--- src/adc_settings.svh ---
// widths assume a 12 bit signed input and four slices; changing the shift alters the LSB weight
`ifndef ADC_SETTINGS_SVH
`define ADC_SETTINGS_SVH

////////////////////
// input side
////////////////////

// signed codes for vinp and vinn
`define ADC_IN_W 12

// signed calibration offset per slice
`define ADC_OFS_W 8

////////////////////
// slices
////////////////////

// slice magnitude width, saturates at 2**(w-1)-1
`define ADC_SLICE_W 4
`define ADC_SLICE_SHIFT 6
`define ADC_NSLICE 4

// output magnitude width and phase divider width
`define ADC_OUT_W 8
`define ADC_NDIV 2

`endif
--- src/adc_pkg.sv ---
// types shared by every block of the ADC back-end; widths come from the settings header
`include "adc_settings.svh"

package adc_pkg;

    ////////////////////
    // synchronizer
    ////////////////////

    // off while disabled, one armed cycle, then free running
    typedef enum logic [1:0] {
        SYNC_OFF   = 2'd0,
        SYNC_ARMED = 2'd1,
        SYNC_RUN   = 2'd2
    } sync_state_t;

    ////////////////////
    // slice results
    ////////////////////

    // unsigned magnitude of one coarse comparator slice
    typedef logic [`ADC_SLICE_W-1:0] slice_mag_t;

endpackage

--- src/stochastic_adc_top.sv ---
// inputs are digital codes and no noise is modeled, so the output is fully deterministic
`timescale 1ns/1ps

`include "adc_settings.svh"

module stochastic_adc_top (
    input  logic                                        clk_adder,
    input  logic                                        rstb,
    input  logic                                        en_slice,
    input  logic                                        en_sync_in,
    input  logic                                        alws_on,
    input  logic [`ADC_NDIV-1:0]                        init,
    input  logic signed [`ADC_IN_W-1:0]                 vinp,
    input  logic signed [`ADC_IN_W-1:0]                 vinn,
    input  logic signed [`ADC_NSLICE-1:0][`ADC_OFS_W-1:0] cal_offset,
    output logic                                        en_sync_out,
    output logic                                        sign_out,
    output logic [`ADC_OUT_W-1:0]                       adder_out,
    output logic                                        out_valid
);

    logic                                   sample_stb;
    logic [`ADC_NSLICE-1:0]                 slice_sign;
    adc_pkg::slice_mag_t [`ADC_NSLICE-1:0]  slice_mag;
    logic [`ADC_NSLICE-1:0]                 slice_valid;

    ////////////////////
    // strobe generation
    ////////////////////

    slice_sync i_sync (
        .clk_adder   (clk_adder),
        .rstb        (rstb),
        .en_slice    (en_slice),
        .en_sync_in  (en_sync_in),
        .alws_on     (alws_on),
        .init        (init),
        .en_sync_out (en_sync_out),
        .sample_stb  (sample_stb)
    );

    ////////////////////
    // comparator slices
    ////////////////////

    // every slice sees the same input and differs only in its offset
    for (genvar k = 0; k < `ADC_NSLICE; k++) begin : g_slice
        slice_quantizer i_quant (
            .clk_adder   (clk_adder),
            .rstb        (rstb),
            .sample_stb  (sample_stb),
            .vinp        (vinp),
            .vinn        (vinn),
            .cal_offset  (cal_offset[k]),
            .slice_sign  (slice_sign[k]),
            .slice_mag   (slice_mag[k]),
            .slice_valid (slice_valid[k])
        );
    end

    // slices share one strobe so slice 0 speaks for all of them
    slice_adder i_adder (
        .clk_adder   (clk_adder),
        .rstb        (rstb),
        .slice_valid (slice_valid[0]),
        .slice_sign  (slice_sign),
        .slice_mag   (slice_mag),
        .sign_out    (sign_out),
        .adder_out   (adder_out),
        .out_valid   (out_valid)
    );

endmodule

--- src/slice_adder.sv ---
// all slices must present valid results in the same cycle since one valid qualifies them all
`timescale 1ns/1ps

`include "adc_settings.svh"

module slice_adder (
    input  logic                                    clk_adder,
    input  logic                                    rstb,
    input  logic                                    slice_valid,
    input  logic [`ADC_NSLICE-1:0]                  slice_sign,
    input  adc_pkg::slice_mag_t [`ADC_NSLICE-1:0]   slice_mag,
    output logic                                    sign_out,
    output logic [`ADC_OUT_W-1:0]                   adder_out,
    output logic                                    out_valid
);

    // room for the sum of all slice magnitudes plus a sign bit
    localparam int SUM_W   = `ADC_SLICE_W + $clog2(`ADC_NSLICE) + 1;
    localparam int OUT_MAX = (1 << (`ADC_OUT_W - 1)) - 1;

    logic signed [SUM_W-1:0] sum;
    logic [SUM_W-1:0]        abs_sum;
    logic                    sum_sign;
    logic [`ADC_OUT_W-1:0]   mag_clamped;

    // sign-magnitude slices to two's complement, then accumulate
    always_comb begin
        sum = '0;
        for (int k = 0; k < `ADC_NSLICE; k++) begin
            if (slice_sign[k]) begin
                sum = sum + SUM_W'(slice_mag[k]);
            end else begin
                sum = sum - SUM_W'(slice_mag[k]);
            end
        end
    end

    assign sum_sign    = ~sum[SUM_W-1];
    assign abs_sum     = sum_sign ? sum : -sum;
    assign mag_clamped = (abs_sum > OUT_MAX) ? `ADC_OUT_W'(OUT_MAX) : `ADC_OUT_W'(abs_sum);

    ////////////////////
    // output registers
    ////////////////////

    always_ff @(posedge clk_adder or negedge rstb) begin
        if (!rstb) begin
            out_valid <= 1'b0;
            sign_out  <= 1'b0;
            adder_out <= '0;
        end else begin
            out_valid <= slice_valid;
            if (slice_valid) begin
                sign_out  <= sum_sign;
                adder_out <= mag_clamped;
            end
        end
    end

endmodule

--- src/slice_quantizer.sv ---
// result is only updated on sample_stb and is undefined until the first strobe after reset
`timescale 1ns/1ps

`include "adc_settings.svh"

module slice_quantizer (
    input  logic                         clk_adder,
    input  logic                         rstb,
    input  logic                         sample_stb,
    input  logic signed [`ADC_IN_W-1:0]  vinp,
    input  logic signed [`ADC_IN_W-1:0]  vinn,
    input  logic signed [`ADC_OFS_W-1:0] cal_offset,
    output logic                         slice_sign,
    output adc_pkg::slice_mag_t          slice_mag,
    output logic                         slice_valid
);

    // two extra bits hold the difference plus offset without overflow
    localparam int DIFF_W  = `ADC_IN_W + 2;
    localparam int MAG_MAX = (1 << (`ADC_SLICE_W - 1)) - 1;

    logic signed [DIFF_W-1:0] diff;
    logic [DIFF_W-1:0]        abs_diff;
    logic [DIFF_W-1:0]        scaled;
    logic                     diff_sign;
    adc_pkg::slice_mag_t      mag_clamped;

    ////////////////////
    // quantizer
    ////////////////////

    assign diff = DIFF_W'(vinp) - DIFF_W'(vinn) + DIFF_W'(cal_offset);

    assign diff_sign = ~diff[DIFF_W-1];
    assign abs_diff  = diff_sign ? diff : -diff;
    assign scaled    = abs_diff >> `ADC_SLICE_SHIFT;

    // coarse slice saturates at its largest positive step
    assign mag_clamped = (scaled > DIFF_W'(MAG_MAX)) ? `ADC_SLICE_W'(MAG_MAX)
                                                      : scaled[`ADC_SLICE_W-1:0];

    ////////////////////
    // output registers
    ////////////////////

    always_ff @(posedge clk_adder or negedge rstb) begin
        if (!rstb) begin
            slice_valid <= 1'b0;
        end else begin
            slice_valid <= sample_stb;
        end
    end

    always_ff @(posedge clk_adder) begin
        if (sample_stb) begin
            slice_sign <= diff_sign;
            slice_mag  <= mag_clamped;
        end
    end

endmodule

--- src/slice_sync.sv ---
// single clock design and en_sync_in passes through one flop only, so it must be slow or local
`timescale 1ns/1ps

`include "adc_settings.svh"

module slice_sync (
    input  logic                 clk_adder,
    input  logic                 rstb,
    input  logic                 en_slice,
    input  logic                 en_sync_in,
    input  logic                 alws_on,
    input  logic [`ADC_NDIV-1:0] init,
    output logic                 en_sync_out,
    output logic                 sample_stb
);

    logic                 en_sync_in_q;
    logic                 en_sync;
    adc_pkg::sync_state_t state;
    logic [`ADC_NDIV-1:0] count;

    ////////////////////
    // enable staging
    ////////////////////

    // first stage feeds the local enable, second goes out to the next group
    always_ff @(posedge clk_adder or negedge rstb) begin
        if (!rstb) begin
            en_sync_in_q <= 1'b0;
            en_sync_out  <= 1'b0;
        end else begin
            en_sync_in_q <= en_sync_in;
            en_sync_out  <= en_sync_in_q;
        end
    end

    assign en_sync = en_sync_in_q & en_slice;

    ////////////////////
    // phase divider
    ////////////////////

    // count parks at init while disabled so groups can start staggered
    always_ff @(posedge clk_adder or negedge rstb) begin
        if (!rstb) begin
            state <= adc_pkg::SYNC_OFF;
            count <= '0;
        end else if (!en_sync) begin
            state <= adc_pkg::SYNC_OFF;
            count <= init;
        end else begin
            case (state)
                adc_pkg::SYNC_OFF: begin
                    state <= adc_pkg::SYNC_ARMED;
                end
                adc_pkg::SYNC_ARMED: begin
                    state <= adc_pkg::SYNC_RUN;
                end
                adc_pkg::SYNC_RUN: begin
                    count <= count + 1'b1;
                end
                default: begin
                    state <= adc_pkg::SYNC_OFF;
                end
            endcase
        end
    end

    // strobe on every wrap of the counter, or every cycle when forced on
    assign sample_stb = (state == adc_pkg::SYNC_RUN) && ((&count) || alws_on);

endmodule

--- config.mk ---
export PLATFORM = sky130hd
export DESIGN_NAME = stochastic_adc_top
export DESIGN_NICKNAME = d
export VERILOG_FILES = /design/src/adc_pkg.sv /design/src/stochastic_adc_top.sv /design/src/slice_adder.sv /design/src/slice_quantizer.sv /design/src/slice_sync.sv
export VERILOG_INCLUDE_DIRS = /design/src
export SDC_FILE = /design/constraint.sdc
export NUM_CORES = 1
export LEC_CHECK = 0
export BUFFER_PORTS_ARGS = -buffer_cell sky130_fd_sc_hd__buf_2
export CAP_MARGIN = 15
export CORE_MARGIN = 2
export CORE_UTILIZATION = 28
export CTS_BUF_LIST = sky130_fd_sc_hd__clkbuf_4
export CTS_CLUSTER_DIAMETER = 80
export DETAILED_ROUTE_END_ITERATION = 6
export HOLD_SLACK_MARGIN = 0.08
export PLACE_DENSITY_LB_ADDON = 0.3
export SYNTH_ARGS = -nofsm -noshare
export SYNTH_HDL_FRONTEND = slang
export SYNTH_SLANG_ARGS = --single-unit
--- constraint.sdc ---
create_clock -name clk_adder -period 4.7 [get_ports clk_adder]
set_clock_uncertainty 0.15 [all_clocks]
set_input_delay 0.705 -clock clk_adder [delete_from_list [all_inputs] [get_ports clk_adder]]
set_output_delay 0.705 -clock clk_adder [all_outputs]
set_load 0.1 [all_outputs]
### Yosys cells after proc, flatten, opt, wreduce, memory -nomap -nowiden

Cells that the tools add are included.

| storage, ports and cells | value |
|---|---|
| register bits after elaboration | 36 |
| bits in latches | 0 |
| memory bits (writable) | 0 |
| bits in read-only memories | 0 |
| input port bits | 63 |
| output and inout port bits | 11 |
| word-level logic and storage cells | 65 |
| memories kept | 0 |

| cells by class | value |
|---|---|
| $add $sub $neg | 18 |
| $mul | 0 |
| div/mod/pow operators | 0 |
| $lt $le $gt $ge | 4 |
| equality and inequality tests | 4 |
| shifts and indexed selects | 0 |
| mux-type cells | 13 |
| bitwise logic cells | 6 |
| reductions and logical operators | 4 |

Operators with widths:

| cell | number |
|---|---|
| adder 13 x 8 -> 14 bit | 4 |
| 2-to-1 mux 14 bit | 4 |
| negation 14 bit | 4 |
| 2-to-1 mux 7 bit | 5 |
| > comparator 8 x 3 -> 1 bit, second input constant | 4 |
| adder 7 x 4 -> 7 bit | 3 |
| subtractor 7 x 4 -> 7 bit | 3 |
| subtractor 12 x 12 -> 13 bit | 1 |
| negation 7 bit | 1 |
| 2-to-1 mux 2 bit | 3 |
| one-hot mux 2 bit (3 select lines) | 1 |
| inverter 1 bit | 5 |
| subtractor 1 x 4 -> 5 bit, first input constant | 1 |
| inequality test 2 bit, second input constant | 2 |
| adder 2 x 1 -> 2 bit, second input constant | 1 |
| equality test 2 x 1 -> 1 bit, second input constant | 1 |
| equality test 2 bit, second input constant | 1 |
| zero test 2 bit | 1 |
| AND reduction 2 bit | 1 |
| AND 1 bit | 1 |
| logical AND 1 bit | 1 |
| logical OR 1 bit | 1 |

### Depth between registers and ports, before layout

| logic depth | value |
|---|---|
| word-level depth | 10 |
| gate-level depth with buffers | 20 |
| depth with buffers taken out | 20 |

### By module

From an unflattened synthesis, not the netlist that was laid out.

| second synthesis, totals | value |
|---|---|
| cell total of the unflattened synthesis | 881 |
| area, all modules | 7,398.3 um2 |

Modules (own cells, without submodules):

| module | times used | cells an instance | area each (um2) | sequential area each (um2) |
|---|---|---|---|---|
| slice_quantizer at g_slice[0].i_quant ... | 2 | 181 | 1,470.2 | 175.2 |
| slice_adder | 1 | 173 | 1,461.4 | 225.2 |
| slice_quantizer at g_slice[3].i_quant | 1 | 160 | 1,392.6 | 175.2 |
| slice_quantizer at g_slice[1].i_quant | 1 | 166 | 1,363.8 | 175.2 |
| slice_sync | 1 | 20 | 240.2 | 150.1 |

### Least setup slack after synthesis

OpenSTA, ideal clock, no wires.

| timing | value |
|---|---|
| path kind | input to register |
| start | input port vinp[0] |
| end | register g_slice[1].i_quant.slice_mag[0] (data pin) |
| library setup time | 269 ps |
| data arrival time | 4,766 ps |
| data required time | 4,281 ps |
| setup slack | -484 ps |
| stages | 20 |
| buffers on the path | 0 |
| cell sequence | inv_1 ha_1 fa_1 nor2b_1 o21ai_0 a21boi_0 o21a_1 o21ai_0 a2111oi_0 o21ai_0 o31a_1 ha_1 and3_1 and3_1 and3_4 or4_1 a21oi_1 or4b_1 o31ai_1 nand2_1 |

| on the way | value |
|---|---|
| longest elaborated chain between the ends | 5 |

Ends and longest elaborated chain:

| item | RTL line | source |
|---|---|---|
| start: declaration | stochastic_adc_top.sv:13 | `` input logic signed [`ADC_IN_W-1:0] vinp, `` |
| subtractor 12 x 12 -> 13 bit (*) | slice_quantizer.sv:32 | `assign diff = DIFF_W'(vinp) - DIFF_W'(vinn) + DIFF_W'(cal_offset);` |
| adder 13 x 8 -> 14 bit (*) | slice_quantizer.sv:32 |  |
| negation 14 bit | slice_quantizer.sv:35 | `assign abs_diff = diff_sign ? diff : -diff;` |
| 2-to-1 mux 14 bit (*) | slice_quantizer.sv:35 |  |
| > comparator 8 x 3 -> 1 bit | slice_quantizer.sv:39 | `` assign mag_clamped = (scaled > DIFF_W'(MAG_MAX)) ? `ADC_SLICE_W'(MAG_MAX) `` |
| end signal: assignment | slice_quantizer.sv:57 | `slice_mag <= mag_clamped;` |
| end: declaration | slice_quantizer.sv:14 | `output adc_pkg::slice_mag_t slice_mag,` |

Mark *: on every way between the ends. The rest lies on a longest branch, timed or not.
A chain may end at the register's enable or synchronous reset.

### Worst setup path in the final report

| timing | value |
|---|---|
| start | input port vinp[0] |
| end | register g_slice[1].i_quant.slice_mag[1] (data pin) |

The elaborated chain is that of the path after synthesis.

==> summary.md <==
### Worst hold path
- worst hold path class: in2async

### STA
- number of hold-slack violations in the final timing report: 0
- minimum clock period after layout: 4.67 ns
- measured slew at the worst slew-check pin: 1.01 ns
- Final Setup Violations: 0
- final slew viol count: 0
- unrepaired setup endpoints after global routing: yes
- portion of the clock cycle consumed by the worst path in the final layout: 99.3%
- headroom to the max-slew limit: 32.8%
- Fmax: 214 MHz

### Global routing
- largest net degree at the start of global routing: 22
- number of antenna violations at the first check in global routing: 0
- total global-route track usage: 12.2%
- vias in the first global route: 4883
- wire length of the first global-routing pass: 22100 µm
- total grt overflow: 0

### Floorplanning
- Vert. Die Dim: 146 µm
- boundary pin count: 74
- number of standard-cell rows in the floorplan: 52
- die area: 0.0214 mm²
- area of the core region: 0.0200 mm²
- Horiz. Die Dim: 146 µm
- Initial Utilization: 28.3%

### CTS
- Hold-fix buffers, CTS: 0
- clock latency reported for the late side of the worst-skew pair: 0.34 ns
- library cell used as clock root buffer: sky130_fd_sc_hd__clkbuf_4
- clock tree buffer depth: 2
- Worst-path clk slew: 0.12 ns
- cts bufs inserted: 5
- number of clock sinks: 36
- number of H-tree levels: 2
- CTS tree: yes

### Drt
- detailed-route vias per instance: 4.78
- total number of vias: 5322
- routed length per placed instance: 11.9 µm
- number of antenna-violating nets in the routed design: 0
- DRC violations left: 0
- number of DRC markers in iteration 0: 202
- wire length after detailed routing: 13200 µm
- first-pass iteration count of the detailed router: 4

### Power and ir drop
- power density relative to cell area: 349 mW/mm²
- P_leak: 3.40 nW
- VDD IR max: 0.000130 V

### Logic synthesis
- area fraction of the dominant cell type after synthesis: 20.7%
- Cell variety after synth: 72
- number of synthesized register bits: 36
- most repeated cell in the gate-level netlist after synthesis: sky130_fd_sc_hd__ha_1
- dominant cells by area after synthesis: sky130_fd_sc_hd__ha_1 (21%), sky130_fd_sc_hd__edfxtp_1 (11%), sky130_fd_sc_hd__dfrtp_1 (7.1%), sky130_fd_sc_hd__xnor2_1 (6.5%), sky130_fd_sc_hd__xor2_1 (4.8%)
- top cells by count, synth: sky130_fd_sc_hd__ha_1 (94), sky130_fd_sc_hd__nor2_1 (70), sky130_fd_sc_hd__a21oi_1 (52), sky130_fd_sc_hd__inv_1 (45), sky130_fd_sc_hd__xnor2_1 (42)
- average instance area after synthesis: 8.45 µm²
- number of standard cells after synthesis: 672
- sequential share of the synthesized area: 17.6%
- number of enable flip-flop cells after synthesis: 20
- total number of yosys warnings: 0
- Synth Flop Type: sky130_fd_sc_hd__edfxtp_1
- share of async-settable or async-resettable flops after synthesis: 44.4%
- cell type contributing the most total cell area after synthesis: sky130_fd_sc_hd__ha_1
- Netlist Area Pre-Place: 0.00568 mm²

### Critical path
- required time reported for the critical path endpoint: 4.65 ns
- Worst Setup End Kind: register
- CP Launch Type: input port
- arrival time of data at the critical path endpoint: 4.62 ns
- Critical Path Fanout Max: 3
- Worst Path Class, Setup: in2reg

### Layout
- combined flip-flop and latch cell area: 0.00100 mm²
- layout cells sized above 1: 27.5%
- synth-to-layout area growth: 28.9%
- core utilization of the finished layout: 36.5%
- number of filler cells placed in the layout: 2161
- area taken by multi-input logic gates: 0.00469 mm²
- final design instance area without fill: 0.00732 mm²
- number of nets in the layout: 1008
- final antenna diode count: 0

### Place
- HPWL after detailed placement: 11400 µm
- standard cell area after detailed placement: 0.00707 mm²
- global placer's final weighted congestion: 0.829
- PortBufs: 72

### Run status
- run status: finished, final reports clean

### Flow run
- maxcap violations: 0

state kept, by name, indices dropped and copies added (netlist names):
| register | cells |
|---|---|
| g_slice.i_quant.slice_valid | 1 |
| i_sync.en_sync_out | 1 |
| g_slice.i_quant.slice_sign | 4 |
| g_slice.i_quant.slice_mag | 16 |
| i_adder.out_valid | 1 |
| i_sync.count | 2 |
| i_sync.state | 2 |
| i_sync.en_sync_in_q | 1 |
| i_adder.adder_out | 7 |
| i_adder.sign_out | 1 |
per-stage QoR:
step | power, mW | hold slack (ns) | cells | TNS, ns | worst slack [ns]
after floorplan | 1.78 | 0.204 | 676 | -0.403 | -0.135
final | 2.55 | 0.102 | 1114 | 0 | 0.0326
after global placement | 2.33 | 0.208 | 1099 | -3.68 | -0.484
after CTS | 2.52 | 0.0922 | 1107 | 0 | 0.00561
after global routing | 2.80 | 0.0844 | 1114 | -0.463 | -0.135
after detailed placement | 2.33 | 0.225 | 1099 | -4.12 | -0.537
power breakdown:
group	switching [mW]	leakage, nW	internal [mW]
Clock	0.106	0.0357	0.0581
Sequential	0.0188	0.373	0.378
Combinational	1.12	2.99	0.867
Total	1.25	3.40	1.30
worst max-delay path, cell delays in order:
cell and delay, ns:
sky130_fd_sc_hd__buf_8 0.08, sky130_fd_sc_hd__inv_8 0.03, sky130_fd_sc_hd__ha_4 0.15, sky130_fd_sc_hd__fa_2 0.35, sky130_fd_sc_hd__nor2b_2 0.13, sky130_fd_sc_hd__o21ai_2 0.07
sky130_fd_sc_hd__a21boi_2 0.15, sky130_fd_sc_hd__o21a_1 0.18, sky130_fd_sc_hd__o21ai_2 0.10, sky130_fd_sc_hd__a2111oi_4 0.42, sky130_fd_sc_hd__o21ai_2 0.11, sky130_fd_sc_hd__o31a_1 0.17
sky130_fd_sc_hd__ha_4 0.23, sky130_fd_sc_hd__and3_4 0.18, sky130_fd_sc_hd__and3_4 0.17, sky130_fd_sc_hd__and3_4 0.16, sky130_fd_sc_hd__or4_4 0.47, sky130_fd_sc_hd__a21oi_2 0.13
sky130_fd_sc_hd__or4b_4 0.48, sky130_fd_sc_hd__o31ai_4 0.08, sky130_fd_sc_hd__nand2_1 0.07
path summary, 6_finish.rpt:
check,from,endpoint,slack [ns],cells past startpoint
setup / recovery,vinp[0],g_slice[1].i_quant.slice_mag[1],0.03,21
hold / removal,rstb,i_adder.adder_out[6],0.10,1
setup reg to reg,g_slice[1].i_quant.slice_mag[1],i_adder.adder_out[3],0.26,18
hold reg to reg,i_sync.en_sync_in_q,i_sync.en_sync_out,0.25,0
max in group asynchronous,rstb,g_slice[0].i_quant.slice_valid,4.04,1
min in group clk_adder,i_sync.en_sync_in_q,i_sync.en_sync_out,0.25,0
area by class of cell:
class | instances | share of cell area (%)
Clock buffer | 5 | 0.513
Clock inverter | 3 | 0.239
Timing Repair Buffer | 163 | 14.5
Inverter | 45 | 2.41
Sequential cell | 36 | 13.7
Multi-Input combinational cell | 592 | 64.1
Tap cell | 270 | 4.62
layout by cell type (no fill, tap or decap), types with 5 or more instances in the layout:
| cell type | n |
|---|---|
| sky130_fd_sc_hd__a211oi_1 | 13 |
| sky130_fd_sc_hd__a21o_1 | 21 |
| sky130_fd_sc_hd__a21oi_1 | 48 |
| sky130_fd_sc_hd__a31oi_1 | 5 |
| sky130_fd_sc_hd__buf_2 | 70 |
| sky130_fd_sc_hd__buf_4 | 91 |
| sky130_fd_sc_hd__clkbuf_4 | 5 |
| sky130_fd_sc_hd__conb_1 | 5 |
| sky130_fd_sc_hd__dfrtp_1 | 16 |
| sky130_fd_sc_hd__edfxtp_1 | 20 |
| sky130_fd_sc_hd__fa_1 | 6 |
| sky130_fd_sc_hd__ha_1 | 92 |
| sky130_fd_sc_hd__inv_1 | 44 |
| sky130_fd_sc_hd__mux2_2 | 10 |
| sky130_fd_sc_hd__nand2_1 | 40 |
| sky130_fd_sc_hd__nand2b_1 | 10 |
| sky130_fd_sc_hd__nand3_1 | 7 |
| sky130_fd_sc_hd__nor2_1 | 69 |
| sky130_fd_sc_hd__nor2b_1 | 8 |
| sky130_fd_sc_hd__nor3_1 | 18 |
| sky130_fd_sc_hd__o211ai_1 | 7 |
| sky130_fd_sc_hd__o21a_1 | 5 |
| sky130_fd_sc_hd__o21ai_0 | 31 |
| sky130_fd_sc_hd__o21ai_1 | 7 |
| sky130_fd_sc_hd__o21bai_1 | 6 |
| sky130_fd_sc_hd__xnor2_1 | 39 |
| sky130_fd_sc_hd__xor2_1 | 31 |
repair_timing:
item / CTS / global route
resized for setup: 4 / 25
buffers inserted: 0 / 7
pin swaps: 4 / 19
endpoints found under the setup margin: 6 / 17
cloned: 0 / 0
per-layer routing:
metal  vias up  wire length [µm]  global-route usage [%]
li1       2844                 -                       -
met1      2375              6530                    17.0
met2        96              6150                    20.6
met3         7               408                    1.19
met4         0               143                    2.28
met5         -                 0                       0
logic make-up after synthesis:
kind of cell             after synthesis  synth area share, %
flip-flops                            36                 17.6
AO/OA/AOI/OAI                        206                 24.9
adder cells (fa/ha/maj)              102                 23.5
other                                  1               0.0661
XOR/XNOR                              74                 11.7
multiplexers                          13                 2.51
buffers and inverters                 48                 3.24
AND/OR/NAND/NOR                      192                 16.5
(Power assumes the default switching activity.)
